## config.mk

```make
export PLATFORM = sky130hd
export DESIGN_NAME = dual_issue_hazard_unit
export DESIGN_NICKNAME = d
export VERILOG_FILES = /design/src/hdl/issue_pkg.sv /design/src/hdl/dual_issue_hazard_unit.sv /design/src/hdl/inst_decoder.sv /design/src/hdl/lane_steer.sv /design/src/hdl/pair_buffer.sv /design/src/hdl/pair_hazard_check.sv
export SDC_FILE = /design/constraint.sdc
export NUM_CORES = 1
export LEC_CHECK = 0
export ABC_AREA = 1
export BUFFER_PORTS_ARGS = -buffer_cell sky130_fd_sc_hd__buf_2
export CAP_MARGIN = 20
export CORE_UTILIZATION = 35
export DETAILED_ROUTE_END_ITERATION = 8
export HOLD_SLACK_MARGIN = 0.1
export PLACE_DENSITY_LB_ADDON = 0.25
export SKIP_CTS_REPAIR_TIMING = 1
export SLEW_MARGIN = 20
export SYNTH_ARGS = -nofsm -noshare
export SYNTH_HDL_FRONTEND = slang
export SYNTH_SLANG_ARGS = --single-unit
```

## constraint.sdc

```tcl
create_clock -name clk -period 3.35 [get_ports clk]
set_input_delay 0 -clock clk [delete_from_list [all_inputs] [get_ports clk]]
set_output_delay 0 -clock clk [all_outputs]
set_load 0.05 [all_outputs]
```

## src/hdl/issue_pkg.sv

```systemverilog
package issue_pkg;

  ////////////////////////////////////////////////////////////////////////////
  // instruction word layout
  ////////////////////////////////////////////////////////////////////////////

  localparam int inst_width = 32;

  localparam int opcode_msb = 31;
  localparam int opcode_lsb = 26;
  localparam int rs_msb     = 25;
  localparam int rs_lsb     = 21;
  localparam int rt_msb     = 20;
  localparam int rt_lsb     = 16;
  localparam int rd_msb     = 15;
  localparam int rd_lsb     = 11;

  typedef logic [4:0] reg_idx_t;

  // top two opcode bits select the group.
  localparam logic [1:0] grp_alu = 2'b00;
  localparam logic [1:0] grp_imm = 2'b01;
  localparam logic [1:0] grp_mem = 2'b10;
  localparam logic [1:0] grp_ctl = 2'b11;

  ////////////////////////////////////////////////////////////////////////////
  // opcodes and classes
  ////////////////////////////////////////////////////////////////////////////

  typedef enum logic [5:0] {
    op_nop   = 6'h00,
    op_jr    = 6'h01,
    op_cmp   = 6'h02,
    op_test  = 6'h03,
    op_add   = 6'h04,
    op_sub   = 6'h05,
    op_addi  = 6'h10,
    op_subi  = 6'h11,
    op_cmpi  = 6'h12,
    op_testi = 6'h13,
    op_lw    = 6'h20,
    op_sw    = 6'h21,
    op_la    = 6'h22,
    op_sa    = 6'h23,
    op_jmp   = 6'h30,
    op_jo    = 6'h31,
    op_je    = 6'h32
  } opcode_e;

  typedef enum logic [1:0] {
    class_any    = 2'd0,   // either lane.
    class_branch = 2'd1,   // lane 0 only.
    class_memory = 2'd2    // lane 1 only.
  } lane_class_e;

  typedef enum logic [1:0] {
    issue_none  = 2'd0,
    issue_older = 2'd1,
    issue_both  = 2'd2
  } issue_e;

  localparam logic [inst_width-1:0] nop_instruction = '0;

endpackage

```

## src/hdl/dual_issue_hazard_unit.sv

```systemverilog
`timescale 1ns/1ps

module dual_issue_hazard_unit
  import issue_pkg::*;
#(
  parameter int addr_width = 32,
  parameter int id_width   = 8
) (
  input  logic                  clk,
  input  logic                  rst_n,
  input  logic                  in_valid,
  input  logic [inst_width-1:0] in_inst0,
  input  logic [addr_width-1:0] in_pc0,
  input  logic [id_width-1:0]   in_id0,
  input  logic [inst_width-1:0] in_inst1,
  input  logic [addr_width-1:0] in_pc1,
  input  logic [id_width-1:0]   in_id1,
  input  logic                  ex_load_valid,
  input  reg_idx_t              ex_load_rt,
  input  logic                  out_ready,
  output logic                  in_ready,
  output logic                  out_valid,
  output logic                  out_swapped,
  output logic [inst_width-1:0] lane0_inst,
  output logic [addr_width-1:0] lane0_pc,
  output logic [id_width-1:0]   lane0_id,
  output logic [inst_width-1:0] lane1_inst,
  output logic [addr_width-1:0] lane1_pc,
  output logic [id_width-1:0]   lane1_id
);

  logic                  buf_valid0;
  logic [inst_width-1:0] buf_inst0;
  logic [addr_width-1:0] buf_pc0;
  logic [id_width-1:0]   buf_id0;
  logic                  buf_valid1;
  logic [inst_width-1:0] buf_inst1;
  logic [addr_width-1:0] buf_pc1;
  logic [id_width-1:0]   buf_id1;

  reg_idx_t    rs0, rt0, dst0;
  logic        reads_rs0, reads_rt0, writes_dst0;
  lane_class_e lane_class0;
  reg_idx_t    rs1, rt1;
  logic        reads_rs1, reads_rt1;
  lane_class_e lane_class1;

  issue_e decision;
  logic   swap;
  logic   issue_fire;

  ////////////////////////////////////////////////////////////////////////////

  pair_buffer #(.addr_width(addr_width), .id_width(id_width)) u_pair_buffer (
    .clk(clk), .rst_n(rst_n), .in_valid(in_valid),
    .in_inst0(in_inst0), .in_pc0(in_pc0), .in_id0(in_id0),
    .in_inst1(in_inst1), .in_pc1(in_pc1), .in_id1(in_id1),
    .decision(decision), .issue_fire(issue_fire), .in_ready(in_ready),
    .buf_valid0(buf_valid0), .buf_inst0(buf_inst0), .buf_pc0(buf_pc0), .buf_id0(buf_id0),
    .buf_valid1(buf_valid1), .buf_inst1(buf_inst1), .buf_pc1(buf_pc1), .buf_id1(buf_id1)
  );

  inst_decoder u_decoder0 (
    .inst(buf_inst0), .rs(rs0), .rt(rt0), .rd(),
    .reads_rs(reads_rs0), .reads_rt(reads_rt0),
    .dst(dst0), .writes_dst(writes_dst0), .lane_class(lane_class0)
  );

  // younger destination only matters once it becomes the older.
  inst_decoder u_decoder1 (
    .inst(buf_inst1), .rs(rs1), .rt(rt1), .rd(),
    .reads_rs(reads_rs1), .reads_rt(reads_rt1),
    .dst(), .writes_dst(), .lane_class(lane_class1)
  );

  pair_hazard_check u_pair_hazard_check (
    .valid0(buf_valid0), .rs0(rs0), .rt0(rt0), .reads_rs0(reads_rs0),
    .reads_rt0(reads_rt0), .dst0(dst0), .writes_dst0(writes_dst0),
    .lane_class0(lane_class0),
    .valid1(buf_valid1), .rs1(rs1), .rt1(rt1), .reads_rs1(reads_rs1),
    .reads_rt1(reads_rt1), .lane_class1(lane_class1),
    .ex_load_valid(ex_load_valid), .ex_load_rt(ex_load_rt),
    .decision(decision), .swap(swap)
  );

  lane_steer #(.addr_width(addr_width), .id_width(id_width)) u_lane_steer (
    .clk(clk), .rst_n(rst_n),
    .buf_valid0(buf_valid0), .buf_inst0(buf_inst0), .buf_pc0(buf_pc0), .buf_id0(buf_id0),
    .buf_valid1(buf_valid1), .buf_inst1(buf_inst1), .buf_pc1(buf_pc1), .buf_id1(buf_id1),
    .decision(decision), .swap(swap), .out_ready(out_ready),
    .issue_fire(issue_fire), .out_valid(out_valid), .out_swapped(out_swapped),
    .lane0_inst(lane0_inst), .lane0_pc(lane0_pc), .lane0_id(lane0_id),
    .lane1_inst(lane1_inst), .lane1_pc(lane1_pc), .lane1_id(lane1_id)
  );

endmodule

```

## src/hdl/inst_decoder.sv

```systemverilog
`timescale 1ns/1ps

module inst_decoder
  import issue_pkg::*;
(
  input  logic [inst_width-1:0] inst,
  output reg_idx_t              rs,
  output reg_idx_t              rt,
  output reg_idx_t              rd,
  output logic                  reads_rs,
  output logic                  reads_rt,
  output reg_idx_t              dst,
  output logic                  writes_dst,
  output lane_class_e           lane_class
);

  opcode_e    op;
  logic [1:0] group;
  logic       dst_is_rd;

  assign op    = opcode_e'(inst[opcode_msb:opcode_lsb]);
  assign group = inst[opcode_msb -: 2];

  assign rs = inst[rs_msb:rs_lsb];
  assign rt = inst[rt_msb:rt_lsb];
  assign rd = inst[rd_msb:rd_lsb];

  assign dst = dst_is_rd ? rd : rt;

  // register use per group.
  always_comb begin
    reads_rs   = 1'b0;
    reads_rt   = 1'b0;
    writes_dst = 1'b0;
    dst_is_rd  = 1'b0;
    case (group)
      grp_alu: begin
        if (op == op_jr) begin
          reads_rs = 1'b1;
        end else if (op != op_nop) begin
          reads_rs   = 1'b1;
          reads_rt   = 1'b1;
          writes_dst = 1'b1;
          dst_is_rd  = 1'b1;
        end
      end
      grp_imm: begin
        reads_rs   = 1'b1;
        writes_dst = 1'b1;
      end
      grp_mem: begin
        case (op)
          op_lw: begin
            reads_rs   = 1'b1;
            writes_dst = 1'b1;
          end
          op_sw: begin
            reads_rs = 1'b1;
            reads_rt = 1'b1;
          end
          op_la:   writes_dst = 1'b1;
          op_sa:   reads_rt = 1'b1;
          default: writes_dst = 1'b0;
        endcase
      end
      default: writes_dst = 1'b0;   // jumps touch no register.
    endcase
  end

  always_comb begin
    case (group)
      grp_mem: lane_class = class_memory;
      grp_ctl: lane_class = class_branch;
      default: begin
        if (op == op_cmp || op == op_test || op == op_cmpi || op == op_testi) begin
          lane_class = class_branch;   // flag setters stay with the branch.
        end else begin
          lane_class = class_any;
        end
      end
    endcase
  end

endmodule

```

## src/hdl/lane_steer.sv

```systemverilog
`timescale 1ns/1ps

module lane_steer
  import issue_pkg::*;
#(
  parameter int addr_width = 32,
  parameter int id_width   = 8
) (
  input  logic                  clk,
  input  logic                  rst_n,
  input  logic                  buf_valid0,
  input  logic [inst_width-1:0] buf_inst0,
  input  logic [addr_width-1:0] buf_pc0,
  input  logic [id_width-1:0]   buf_id0,
  input  logic                  buf_valid1,
  input  logic [inst_width-1:0] buf_inst1,
  input  logic [addr_width-1:0] buf_pc1,
  input  logic [id_width-1:0]   buf_id1,
  input  issue_e                decision,
  input  logic                  swap,
  input  logic                  out_ready,
  output logic                  issue_fire,
  output logic                  out_valid,
  output logic                  out_swapped,
  output logic [inst_width-1:0] lane0_inst,
  output logic [addr_width-1:0] lane0_pc,
  output logic [id_width-1:0]   lane0_id,
  output logic [inst_width-1:0] lane1_inst,
  output logic [addr_width-1:0] lane1_pc,
  output logic [id_width-1:0]   lane1_id
);

  logic                  take0;
  logic                  take1;
  logic                  older_on_lane1;
  logic [inst_width-1:0] nxt_inst0;
  logic [addr_width-1:0] nxt_pc0;
  logic [id_width-1:0]   nxt_id0;
  logic [inst_width-1:0] nxt_inst1;
  logic [addr_width-1:0] nxt_pc1;
  logic [id_width-1:0]   nxt_id1;

  assign issue_fire = (decision != issue_none) && (!out_valid || out_ready);

  assign take0 = buf_valid0 && (decision != issue_none);
  assign take1 = buf_valid1 && (decision == issue_both);

  // a lone memory op goes to lane 1.
  assign older_on_lane1 = take1 ? swap : (buf_inst0[opcode_msb -: 2] == grp_mem);

  always_comb begin
    nxt_inst0 = nop_instruction;
    nxt_pc0   = '0;
    nxt_id0   = '0;
    nxt_inst1 = nop_instruction;
    nxt_pc1   = '0;
    nxt_id1   = '0;
    if (take0 && older_on_lane1) begin
      nxt_inst1 = buf_inst0;
      nxt_pc1   = buf_pc0;
      nxt_id1   = buf_id0;
    end else if (take0) begin
      nxt_inst0 = buf_inst0;
      nxt_pc0   = buf_pc0;
      nxt_id0   = buf_id0;
    end
    if (take1 && older_on_lane1) begin
      nxt_inst0 = buf_inst1;
      nxt_pc0   = buf_pc1;
      nxt_id0   = buf_id1;
    end else if (take1) begin
      nxt_inst1 = buf_inst1;
      nxt_pc1   = buf_pc1;
      nxt_id1   = buf_id1;
    end
  end

  always_ff @(posedge clk or negedge rst_n) begin
    if (!rst_n) begin
      out_valid   <= 1'b0;
      out_swapped <= 1'b0;
      lane0_inst  <= nop_instruction;
      lane0_pc    <= '0;
      lane0_id    <= '0;
      lane1_inst  <= nop_instruction;
      lane1_pc    <= '0;
      lane1_id    <= '0;
    end else if (issue_fire) begin
      out_valid   <= 1'b1;
      out_swapped <= take1 && swap;   // only a full pair can swap.
      lane0_inst  <= nxt_inst0;
      lane0_pc    <= nxt_pc0;
      lane0_id    <= nxt_id0;
      lane1_inst  <= nxt_inst1;
      lane1_pc    <= nxt_pc1;
      lane1_id    <= nxt_id1;
    end else if (out_ready) begin
      out_valid <= 1'b0;
    end
  end

endmodule

```

## src/hdl/pair_buffer.sv

```systemverilog
`timescale 1ns/1ps

module pair_buffer
  import issue_pkg::*;
#(
  parameter int addr_width = 32,
  parameter int id_width   = 8
) (
  input  logic                  clk,
  input  logic                  rst_n,
  input  logic                  in_valid,
  input  logic [inst_width-1:0] in_inst0,
  input  logic [addr_width-1:0] in_pc0,
  input  logic [id_width-1:0]   in_id0,
  input  logic [inst_width-1:0] in_inst1,
  input  logic [addr_width-1:0] in_pc1,
  input  logic [id_width-1:0]   in_id1,
  input  issue_e                decision,
  input  logic                  issue_fire,
  output logic                  in_ready,
  output logic                  buf_valid0,
  output logic [inst_width-1:0] buf_inst0,
  output logic [addr_width-1:0] buf_pc0,
  output logic [id_width-1:0]   buf_id0,
  output logic                  buf_valid1,
  output logic [inst_width-1:0] buf_inst1,
  output logic [addr_width-1:0] buf_pc1,
  output logic [id_width-1:0]   buf_id1
);

  logic fire_older;
  logic fire_both;
  logic drains;
  logic load_pair;
  logic shift_up;

  assign fire_older = issue_fire && (decision == issue_older);
  assign fire_both  = issue_fire && (decision == issue_both);

  // buffer is empty at the next edge.
  assign drains = fire_both || (fire_older && !buf_valid1);

  // slot 1 never holds alone, so slot 0 tells empty.
  assign in_ready  = !buf_valid0 || drains;
  assign load_pair = in_valid && in_ready;
  assign shift_up  = fire_older && buf_valid1;

  ////////////////////////////////////////////////////////////////////////////
  // slot valid bits
  ////////////////////////////////////////////////////////////////////////////

  always_ff @(posedge clk or negedge rst_n) begin
    if (!rst_n) begin
      buf_valid0 <= 1'b0;
      buf_valid1 <= 1'b0;
    end else if (load_pair) begin
      buf_valid0 <= 1'b1;
      buf_valid1 <= 1'b1;
    end else if (fire_older) begin
      buf_valid0 <= buf_valid1;   // younger moves forward.
      buf_valid1 <= 1'b0;
    end else if (fire_both) begin
      buf_valid0 <= 1'b0;
      buf_valid1 <= 1'b0;
    end
  end

  ////////////////////////////////////////////////////////////////////////////
  // slot payload
  ////////////////////////////////////////////////////////////////////////////

  always_ff @(posedge clk) begin
    if (load_pair) begin
      buf_inst0 <= in_inst0;
      buf_pc0   <= in_pc0;
      buf_id0   <= in_id0;
      buf_inst1 <= in_inst1;
      buf_pc1   <= in_pc1;
      buf_id1   <= in_id1;
    end else if (shift_up) begin
      buf_inst0 <= buf_inst1;
      buf_pc0   <= buf_pc1;
      buf_id0   <= buf_id1;
    end
  end

endmodule

```

## src/hdl/pair_hazard_check.sv

```systemverilog
`timescale 1ns/1ps

module pair_hazard_check
  import issue_pkg::*;
(
  input  logic        valid0,
  input  reg_idx_t    rs0,
  input  reg_idx_t    rt0,
  input  logic        reads_rs0,
  input  logic        reads_rt0,
  input  reg_idx_t    dst0,
  input  logic        writes_dst0,
  input  lane_class_e lane_class0,
  input  logic        valid1,
  input  reg_idx_t    rs1,
  input  reg_idx_t    rt1,
  input  logic        reads_rs1,
  input  logic        reads_rt1,
  input  lane_class_e lane_class1,
  input  logic        ex_load_valid,
  input  reg_idx_t    ex_load_rt,
  output issue_e      decision,
  output logic        swap
);

  logic load_hit0;
  logic load_hit1;
  logic raw_hit;
  logic lane_clash;

  function automatic logic reads_reg(
    input logic     use_rs,
    input reg_idx_t src_s,
    input logic     use_rt,
    input reg_idx_t src_t,
    input reg_idx_t target
  );
    return (use_rs && src_s == target) || (use_rt && src_t == target);
  endfunction

  assign load_hit0 = reads_reg(reads_rs0, rs0, reads_rt0, rt0, ex_load_rt);
  assign load_hit1 = reads_reg(reads_rs1, rs1, reads_rt1, rt1, ex_load_rt);

  // younger reads what the older writes.
  assign raw_hit = writes_dst0 && reads_reg(reads_rs1, rs1, reads_rt1, rt1, dst0);

  // both want the same special lane.
  assign lane_clash = (lane_class0 == lane_class1) && (lane_class0 != class_any);

  ////////////////////////////////////////////////////////////////////////////
  // ordered decision rules
  ////////////////////////////////////////////////////////////////////////////

  always_comb begin
    if (!valid0 && !valid1) begin
      decision = issue_none;
    end else if (ex_load_valid && ((valid0 && load_hit0) || (valid1 && load_hit1))) begin
      decision = issue_none;   // load-use stall.
    end else if (!(valid0 && valid1)) begin
      decision = issue_older;
    end else if (raw_hit || lane_clash) begin
      decision = issue_older;  // split the pair.
    end else begin
      decision = issue_both;
    end
  end

  // older to lane 1 when it must sit on the memory lane or yield lane 0.
  assign swap = (lane_class0 == class_memory) || (lane_class1 == class_branch);

endmodule

```

== Word level (Yosys, flattened, before mapping) ==
Index checks and enable logic that the tools add are counted.

* Add/subtract/negate cells: 0
* Multipliers: 0
* Divide/modulo/power cells: 0
* Order comparisons: 0
* Equality and inequality tests: 34
* Shifts and indexed selects: 0
* Mux-type cells: 58
* Bitwise operators: 0
* Reduce and logical (&&, ||, !) cells: 56

{| class="wikitable"
|+ Operators by type and width
! kind !! number
|-
| $mux W32 || 16
|-
| $mux W8 || 8
|-
| $eq A6 B6 Y1 const B || 7
|-
| $eq A5 B5 Y1 || 6
|-
| $eq A6 B2 Y1 const B || 4
|-
| $eq A6 B5 Y1 const B || 4
|-
| $logic_and A1 B1 Y1 || 24
|-
| $mux W1 || 22
|-
| $logic_or A1 B1 Y1 || 15
|-
| $eq A2 B2 Y1 const B || 6
|-
| $eq A6 B1 Y1 const B || 2
|-
| $reduce_bool A6 Y1 || 2
|-
| $reduce_or A2 Y1 || 5
|-
| $pmux W1 S3 || 3
|-
| $eq A2 B1 Y1 const B || 4
|-
| $mux W2 || 4
|-
| $pmux W2 S2 || 2
|-
| $reduce_bool A2 Y1 || 4
|-
| $mux W5 || 1
|-
| $logic_not A2 Y1 || 2
|-
| $pmux W1 S2 || 2
|-
| $logic_not A1 Y1 || 3
|-
| $reduce_bool A3 Y1 || 1
|-
| $eq A2 B2 Y1 || 1
|}

* Bits in registers: 292
* Bits in latches: 0
* Memory bits (writable): 0
* ROM bits: 0
* Output and inout port bits: 147
* Memories: 0

== Depth between registers and ports, before layout ==
* Word-level depth: 22
* Gate-level depth with buffers: 21

== Hierarchy ==
A second synthesis with hierarchy kept.

* Cell total of the unflattened synthesis: 1,785
* Area, all modules: 14,550.2 sq um

{| class="wikitable"
|+ By module, submodules not included
! module !! instances !! cells an instance !! area an instance (sq um)
|-
| lane_steer || 1 || 1,124 || 7,821.3
|-
| pair_buffer || 1 || 404 || 5,509.0
|-
| pair_hazard_check || 1 || 155 || 619.3
|-
| inst_decoder || 2 || 51 || 300.3
|}

== Least setup slack after synthesis ==
OpenSTA, ideal clock, no wires.

* Kind: reg2reg
* Start point: register u_pair_buffer.buf_inst0[30]
* End point: register u_pair_buffer.buf_id0[0], enable pin
* Setup time: 743 ps
* Arrival time: 3,168 ps
* Required time: 2,607 ps
* Path slack: -561 ps
* Stages on the path, launching flop included: 14
* Path buffers: 1
* Period minus slack after synthesis: 3,911 ps
* Path through: edfxtp_1 nor2_2 buf_2 nand3_1 nand3_1 nand2_1 nor2_1 nand3_1 nand2_1 nand2_1 nand4_1 nand3_2 nand2_4 nand2_1

* Longest elaborated chain between the ends: 22
* Elaborated cells between the ends (all ways): 65
* Classes of those cells: eq/ne (17); mux (17); reduce/logical (31)

{| class="wikitable"
|+ RTL lines
! what !! RTL line !! RTL
|-
| from (decl) || pair_buffer.sv:22 || <nowiki>output logic [inst_width-1:0] buf_inst0,</nowiki>
|-
| from (signal assigned) || pair_buffer.sv:74 || <nowiki>buf_inst0 <= in_inst0;</nowiki>
|-
| from (signal assigned) || pair_buffer.sv:81 || <nowiki>buf_inst0 <= buf_inst1;</nowiki>
|-
| $reduce_bool A6 Y1 || inst_decoder.sv:40 || <nowiki>end else if (op != op_nop) begin</nowiki>
|-
| $mux W1 || inst_decoder.sv:40 ||
|-
| $mux W1 || inst_decoder.sv:38 || <nowiki>if (op == op_jr) begin</nowiki>
|-
| $mux W1 || inst_decoder.sv:36 || <nowiki>case (group)</nowiki>
|-
| $mux W5 || inst_decoder.sv:28 || <nowiki>assign dst = dst_is_rd ? rd : rt;</nowiki>
|-
| $eq A5 B5 Y1 || pair_hazard_check.sv:38 || <nowiki>return (use_rs && src_s == target) || (use_rt && src_t == target);</nowiki>
|-
| $logic_and A1 B1 Y1 || pair_hazard_check.sv:38 ||
|-
| $logic_or A1 B1 Y1 || pair_hazard_check.sv:38 ||
|-
| (+7 left out) || -- ||
|-
| $logic_and A1 B1 Y1 || lane_steer.sv:43 || <nowiki>assign issue_fire = (decision != issue_none) && (!out_valid || out_ready);</nowiki>
|-
| $logic_and A1 B1 Y1 || pair_buffer.sv:37 || <nowiki>assign fire_older = issue_fire && (decision == issue_older);</nowiki>
|-
| $logic_and A1 B1 Y1 || pair_buffer.sv:41 || <nowiki>assign drains = fire_both || (fire_older && !buf_valid1);</nowiki>
|-
| $logic_or A1 B1 Y1 * || pair_buffer.sv:41 ||
|-
| $logic_or A1 B1 Y1 * || pair_buffer.sv:44 || <nowiki>assign in_ready = !buf_valid0 || drains;</nowiki>
|-
| net in_ready || dual_issue_hazard_unit.sv:21 || <nowiki>output logic in_ready,</nowiki>
|-
| $logic_and A1 B1 Y1 * || pair_buffer.sv:45 || <nowiki>assign load_pair = in_valid && in_ready;</nowiki>
|-
| $reduce_bool A2 Y1 (no source line) * || -- ||
|-
| to (signal assigned) || pair_buffer.sv:76 || <nowiki>buf_id0 <= in_id0;</nowiki>
|-
| to (signal assigned) || pair_buffer.sv:83 || <nowiki>buf_id0 <= buf_id1;</nowiki>
|-
| to (decl) || pair_buffer.sv:24 || <nowiki>output logic [id_width-1:0] buf_id0,</nowiki>
|}

Mark *: on every way through the listed nets, which the timed path passes. The rest lies on a longest branch.
A chain may end at the register's enable or synchronous reset.

== Worst setup path in the final report ==
* Start point: register u_pair_buffer.buf_inst0[28]
* End point: register u_pair_buffer.buf_inst0[20] (data pin)

* Longest elaborated chain between the ends: 22
* Elaborated cells between the ends (all ways): 60
* Classes of those cells: eq/ne (14); mux (18); reduce/logical (28)

{| class="wikitable"
|+ RTL lines
! what !! RTL line !! RTL
|-
| $reduce_bool A6 Y1 || inst_decoder.sv:40 ||
|-
| $mux W1 || inst_decoder.sv:40 ||
|-
| $mux W1 || inst_decoder.sv:38 ||
|-
| $mux W1 || inst_decoder.sv:36 ||
|-
| $mux W5 || inst_decoder.sv:28 ||
|-
| $eq A5 B5 Y1 || pair_hazard_check.sv:38 ||
|-
| $logic_and A1 B1 Y1 || pair_hazard_check.sv:38 ||
|-
| $logic_or A1 B1 Y1 || pair_hazard_check.sv:38 ||
|-
| (+6 left out) || -- ||
|-
| $reduce_bool A2 Y1 || lane_steer.sv:43 ||
|-
| $logic_and A1 B1 Y1 || lane_steer.sv:43 ||
|-
| $logic_and A1 B1 Y1 || pair_buffer.sv:37 ||
|-
| $logic_and A1 B1 Y1 || pair_buffer.sv:41 ||
|-
| $logic_or A1 B1 Y1 * || pair_buffer.sv:41 ||
|-
| $logic_or A1 B1 Y1 * || pair_buffer.sv:44 ||
|-
| $logic_and A1 B1 Y1 * || pair_buffer.sv:45 ||
|-
| $mux W32 * || pair_buffer.sv:73 || <nowiki>if (load_pair) begin</nowiki>
|}

Every way passes the cells marked *; elsewhere a longest branch is shown, timed or not.

==> results.py <==
metrics = {
    "status": {
        "status": "finished, final reports clean",
    },
    "cells_and_area": {
        "syn2layout_area_growth_pct": 36.0,
        "fin_nets": 2044,
        "num_antenna_cells": 0,
        "final_cells": 2426,
        "layout_common_cells": "nand2_1, buf_2, nand3_1",
        "drive_gt1_share_pct": 26.1,
        "final_common_cell": "nand2_1",
        "fin_util_pct": 48.4,
    },
    "routing": {
        "dr.pass1.iters": 5,
        "routed_wl_um": 42800,
        "maxUsedRoutingLayer": "met4",
        "wl_met3_um": 2620,
        "wl_per_cell_um": 17.7,
        "wl_met2_um": 20300,
        "wirelength_met1_um": 18600,
        "ant_nets": 0,
        "drc": 0,
        "num_vias": 11600,
        "first_iter_violations": 689,
        "vias_per_cell": 4.76,
    },
    "floorplan": {
        "rows": 71,
        "die_x_um": 198,
        "core-area_mm2": 0.0378,
        "ioPinCount": 301,
        "start_util_pct": 35.6,
        "dieArea_mm2": 0.0392,
        "die_y_um": 198,
    },
    "clocking": {
        "cts.sinks": 292,
        "htree_num_levels": 2,
        "cts_tree": "yes",
        "clockBufferDepth": 3,
        "cts.root.buffer_cell": "clkbuf_16",
        "cts.clk_slew.worst_paths_ns": 0.06,
        "clock_latency_ns": 0.54,
        "numCtsBuffers": 35,
    },
    "yosys": {
        "synthTopCellsByArea": "edfxtp_1, dfrtp_1, nand2_1, nand3_1, nor2_1",
        "syn_inst": 1448,
        "synth_warnings": 0,
        "netlist_area_mm2": 0.0134,
        "yosys.area.top_type_share_pct": 32.2,
        "synth_nets": 1602,
        "ys_types": 32,
        "ys_seq_elements": 292,
        "synth_largest_area_cell": "edfxtp_1",
        "post_synth.cell_area_avg_um2": 9.29,
        "seq_area_frac_synth_pct": 59.7,
    },
    "power": {
        "ir_worst_vdd_mv": 0.532,
        "leakagePower_nw": 8.47,
        "p_per_area_mw_per_mm2": 1100,
    },
    "critical_path": {
        "crit_path_start_kind": "flip-flop",
        "crit_top_cell": "nand2_1",
        "cp_slowest_cell": "edfxtp_1",
        "slowest_delay_ns": 0.45,
        "required_ns": 3.61,
        "crit_path_end_kind": "flip-flop",
        "rr_endpoint": "u_pair_buffer.buf_inst0[20]$_DFFE_PP_",
        "critical_path_arrival_ns": 3.29,
        "path_depth": 15,
        "path_max_fanout": 41,
        "path_buf_inv": 2,
        "crit_type": "reg -> reg",
        "startpoint": "u_pair_buffer.buf_inst0[28]$_DFFE_PP_",
        "r2r-start": "u_pair_buffer.buf_inst0[28]$_DFFE_PP_",
        "worstRegToRegCells": 15,
        "critPathTopFamily": "simple AND/OR/NAND/NOR gates",
        "r2r_slack_ns": 0.32,
        "cp-endpoint": "u_pair_buffer.buf_inst0[20]$_DFFE_PP_",
        "crit_chain": "nor2_2 > nand2_2 > nand2_2 > nand2_1 > a21oi_1 > nor2_1 > nand3_1 > nand2_1 > nand2_1 > nand4_1 > nand3_2 > nand2_4 > inv_8 > buf_4 > o21ai_0",
    },
    "global_routing": {
        "grt_max_degree": 79,
        "antenna_found_initial": 0,
        "grt_pass1_wl_um": 63000,
        "grt_overflow_total": 0,
        "grt_use_total_pct": 21.2,
        "grt_pass1_vias": 10900,
    },
    "place": {
        "hpwl_um": 27300,
        "pre_cts_slack_ns": 0.345,
        "routabilityCongestion": 0.897,
        "dpl.cell_count": 2216,
        "io_buffers": 300,
    },
    "sta": {
        "period_share_pct": 90.3,
        "report.final.slew_viol_count": 0,
        "fmax_mhz": 330,
        "tns_ns": 0,
        "hold_violations": 0,
        "slew_headroom_pct": 39.6,
        "rsz0062_at_grt": "false",
        "tightest_slew_ns": 0.906,
        "fin_skew_ns": 0.0248,
        "setup_ws_ns": 0.324,
        "fin_crit_ns": 3.03,
        "finalSetupViolCount": 0,
    },
    "min_path": {
        "hold_path.class": "in -> async",
    },
    "job": {
        "maxCapViolCount": 0,
    },
}
[worst min path at each step]
| stage | startpoint | endpoint | slack, ns |
|---|---|---|---|
| after floorplan | rst_n | u_lane_steer.lane0_id[0]$_DFFE_PN0P_ | -0.30 |
| after global placement | rst_n | u_lane_steer.lane0_id[4]$_DFFE_PN0P_ | 0.13 |
| after detailed placement | rst_n | u_lane_steer.lane0_id[4]$_DFFE_PN0P_ | 0.14 |
| after CTS | rst_n | u_lane_steer.lane0_id[5]$_DFFE_PN0P_ | -0.43 |
| after global routing | rst_n | u_lane_steer.lane0_id[4]$_DFFE_PN0P_ | 0.15 |
| final | rst_n | u_lane_steer.lane0_id[4]$_DFFE_PN0P_ | 0.06 |
[power by group]
part / internal (mW) / leakage (nW) / switching [mW]
Sequential: 5.66 / 3.24 / 0.976
Clock: 2.24 / 0.534 / 1.53
Combinational: 2.81 / 4.70 / 6.97
Total: 10.7 / 8.47 / 9.48
[per-layer routing]
metal  track usage (%)  vias up
li1                  -     5594
met1              28.5     5483
met2              33.8      400
met3              4.07       82
met4              8.04        0
met5                 0        -
[stage by stage]
stage               area (um2)  total power [mW]  hold slack (ns)
floorplan                13400              13.3           -0.296
CTS                      16800              20.3           -0.428
global placement         15700              16.3            0.127
global route             18300              21.4            0.153
finish                   18300              20.2           0.0606
detailed placement       15700              16.4            0.139
[Yosys cell counts]
cell type  number
nand4_1         3
or2_2          72
a21boi_0        2
xnor2_1         7
nor2_4          1
nand3_2         4
nand2_2        16
nand2_1       352
nor3_1          2
a21oi_1         3
o21ai_1        32
clkbuf_1       36
nand3b_2        1
o21ai_2        10
o21ai_0        35
inv_1         102
inv_4           1
buf_4           2
nor2_2          5
buf_1           4
dfrtp_1       148
clkbuf_2        2
inv_2           2
buf_2          28
nand3_1       182
xor2_1          3
nand2_4         1
buf_6           7
edfxtp_1      144
nor4_1          1
nor2_1        170
a21boi_1       70
[area by class of cell]
class | count | area (um2)
Clock buffer | 50 | 962
Clock inverter | 12 | 151
Fill cell | 3504 | 19500
Inverter | 105 | 404
Multi-Input combinational cell | 972 | 4660
Sequential cell | 292 | 8030
Tap cell | 511 | 639
Timing Repair Buffer | 484 | 3430
[registers in the layout (all words and copies together), names as in the netlist]
register and count:
u_pair_buffer.buf_valid0 1, u_pair_buffer.buf_valid1 1, u_lane_steer.lane1_id 8, u_lane_steer.out_swapped 1, u_lane_steer.lane1_inst 32, u_lane_steer.out_valid 1, u_lane_steer.lane0_pc 32, u_pair_buffer.buf_id1 8
u_pair_buffer.buf_inst1 32, u_pair_buffer.buf_pc1 32, u_pair_buffer.buf_inst0 32, u_lane_steer.lane0_inst 32, u_lane_steer.lane0_id 8, u_pair_buffer.buf_id0 8, u_lane_steer.lane1_pc 32, u_pair_buffer.buf_pc0 32
[cells by family after synthesis]
| logic type | after synthesis | synth area share [%] |
|---|---|---|
| and+or+nand+nor | 810 | 26.5 |
| AOI/OAI and AO/OA | 152 | 7.28 |
| buffers and inverters | 184 | 5.88 |
| xor gates and xnor gates | 10 | 0.651 |
| DFF | 292 | 59.7 |
Power figures use the tool's default switching activity.
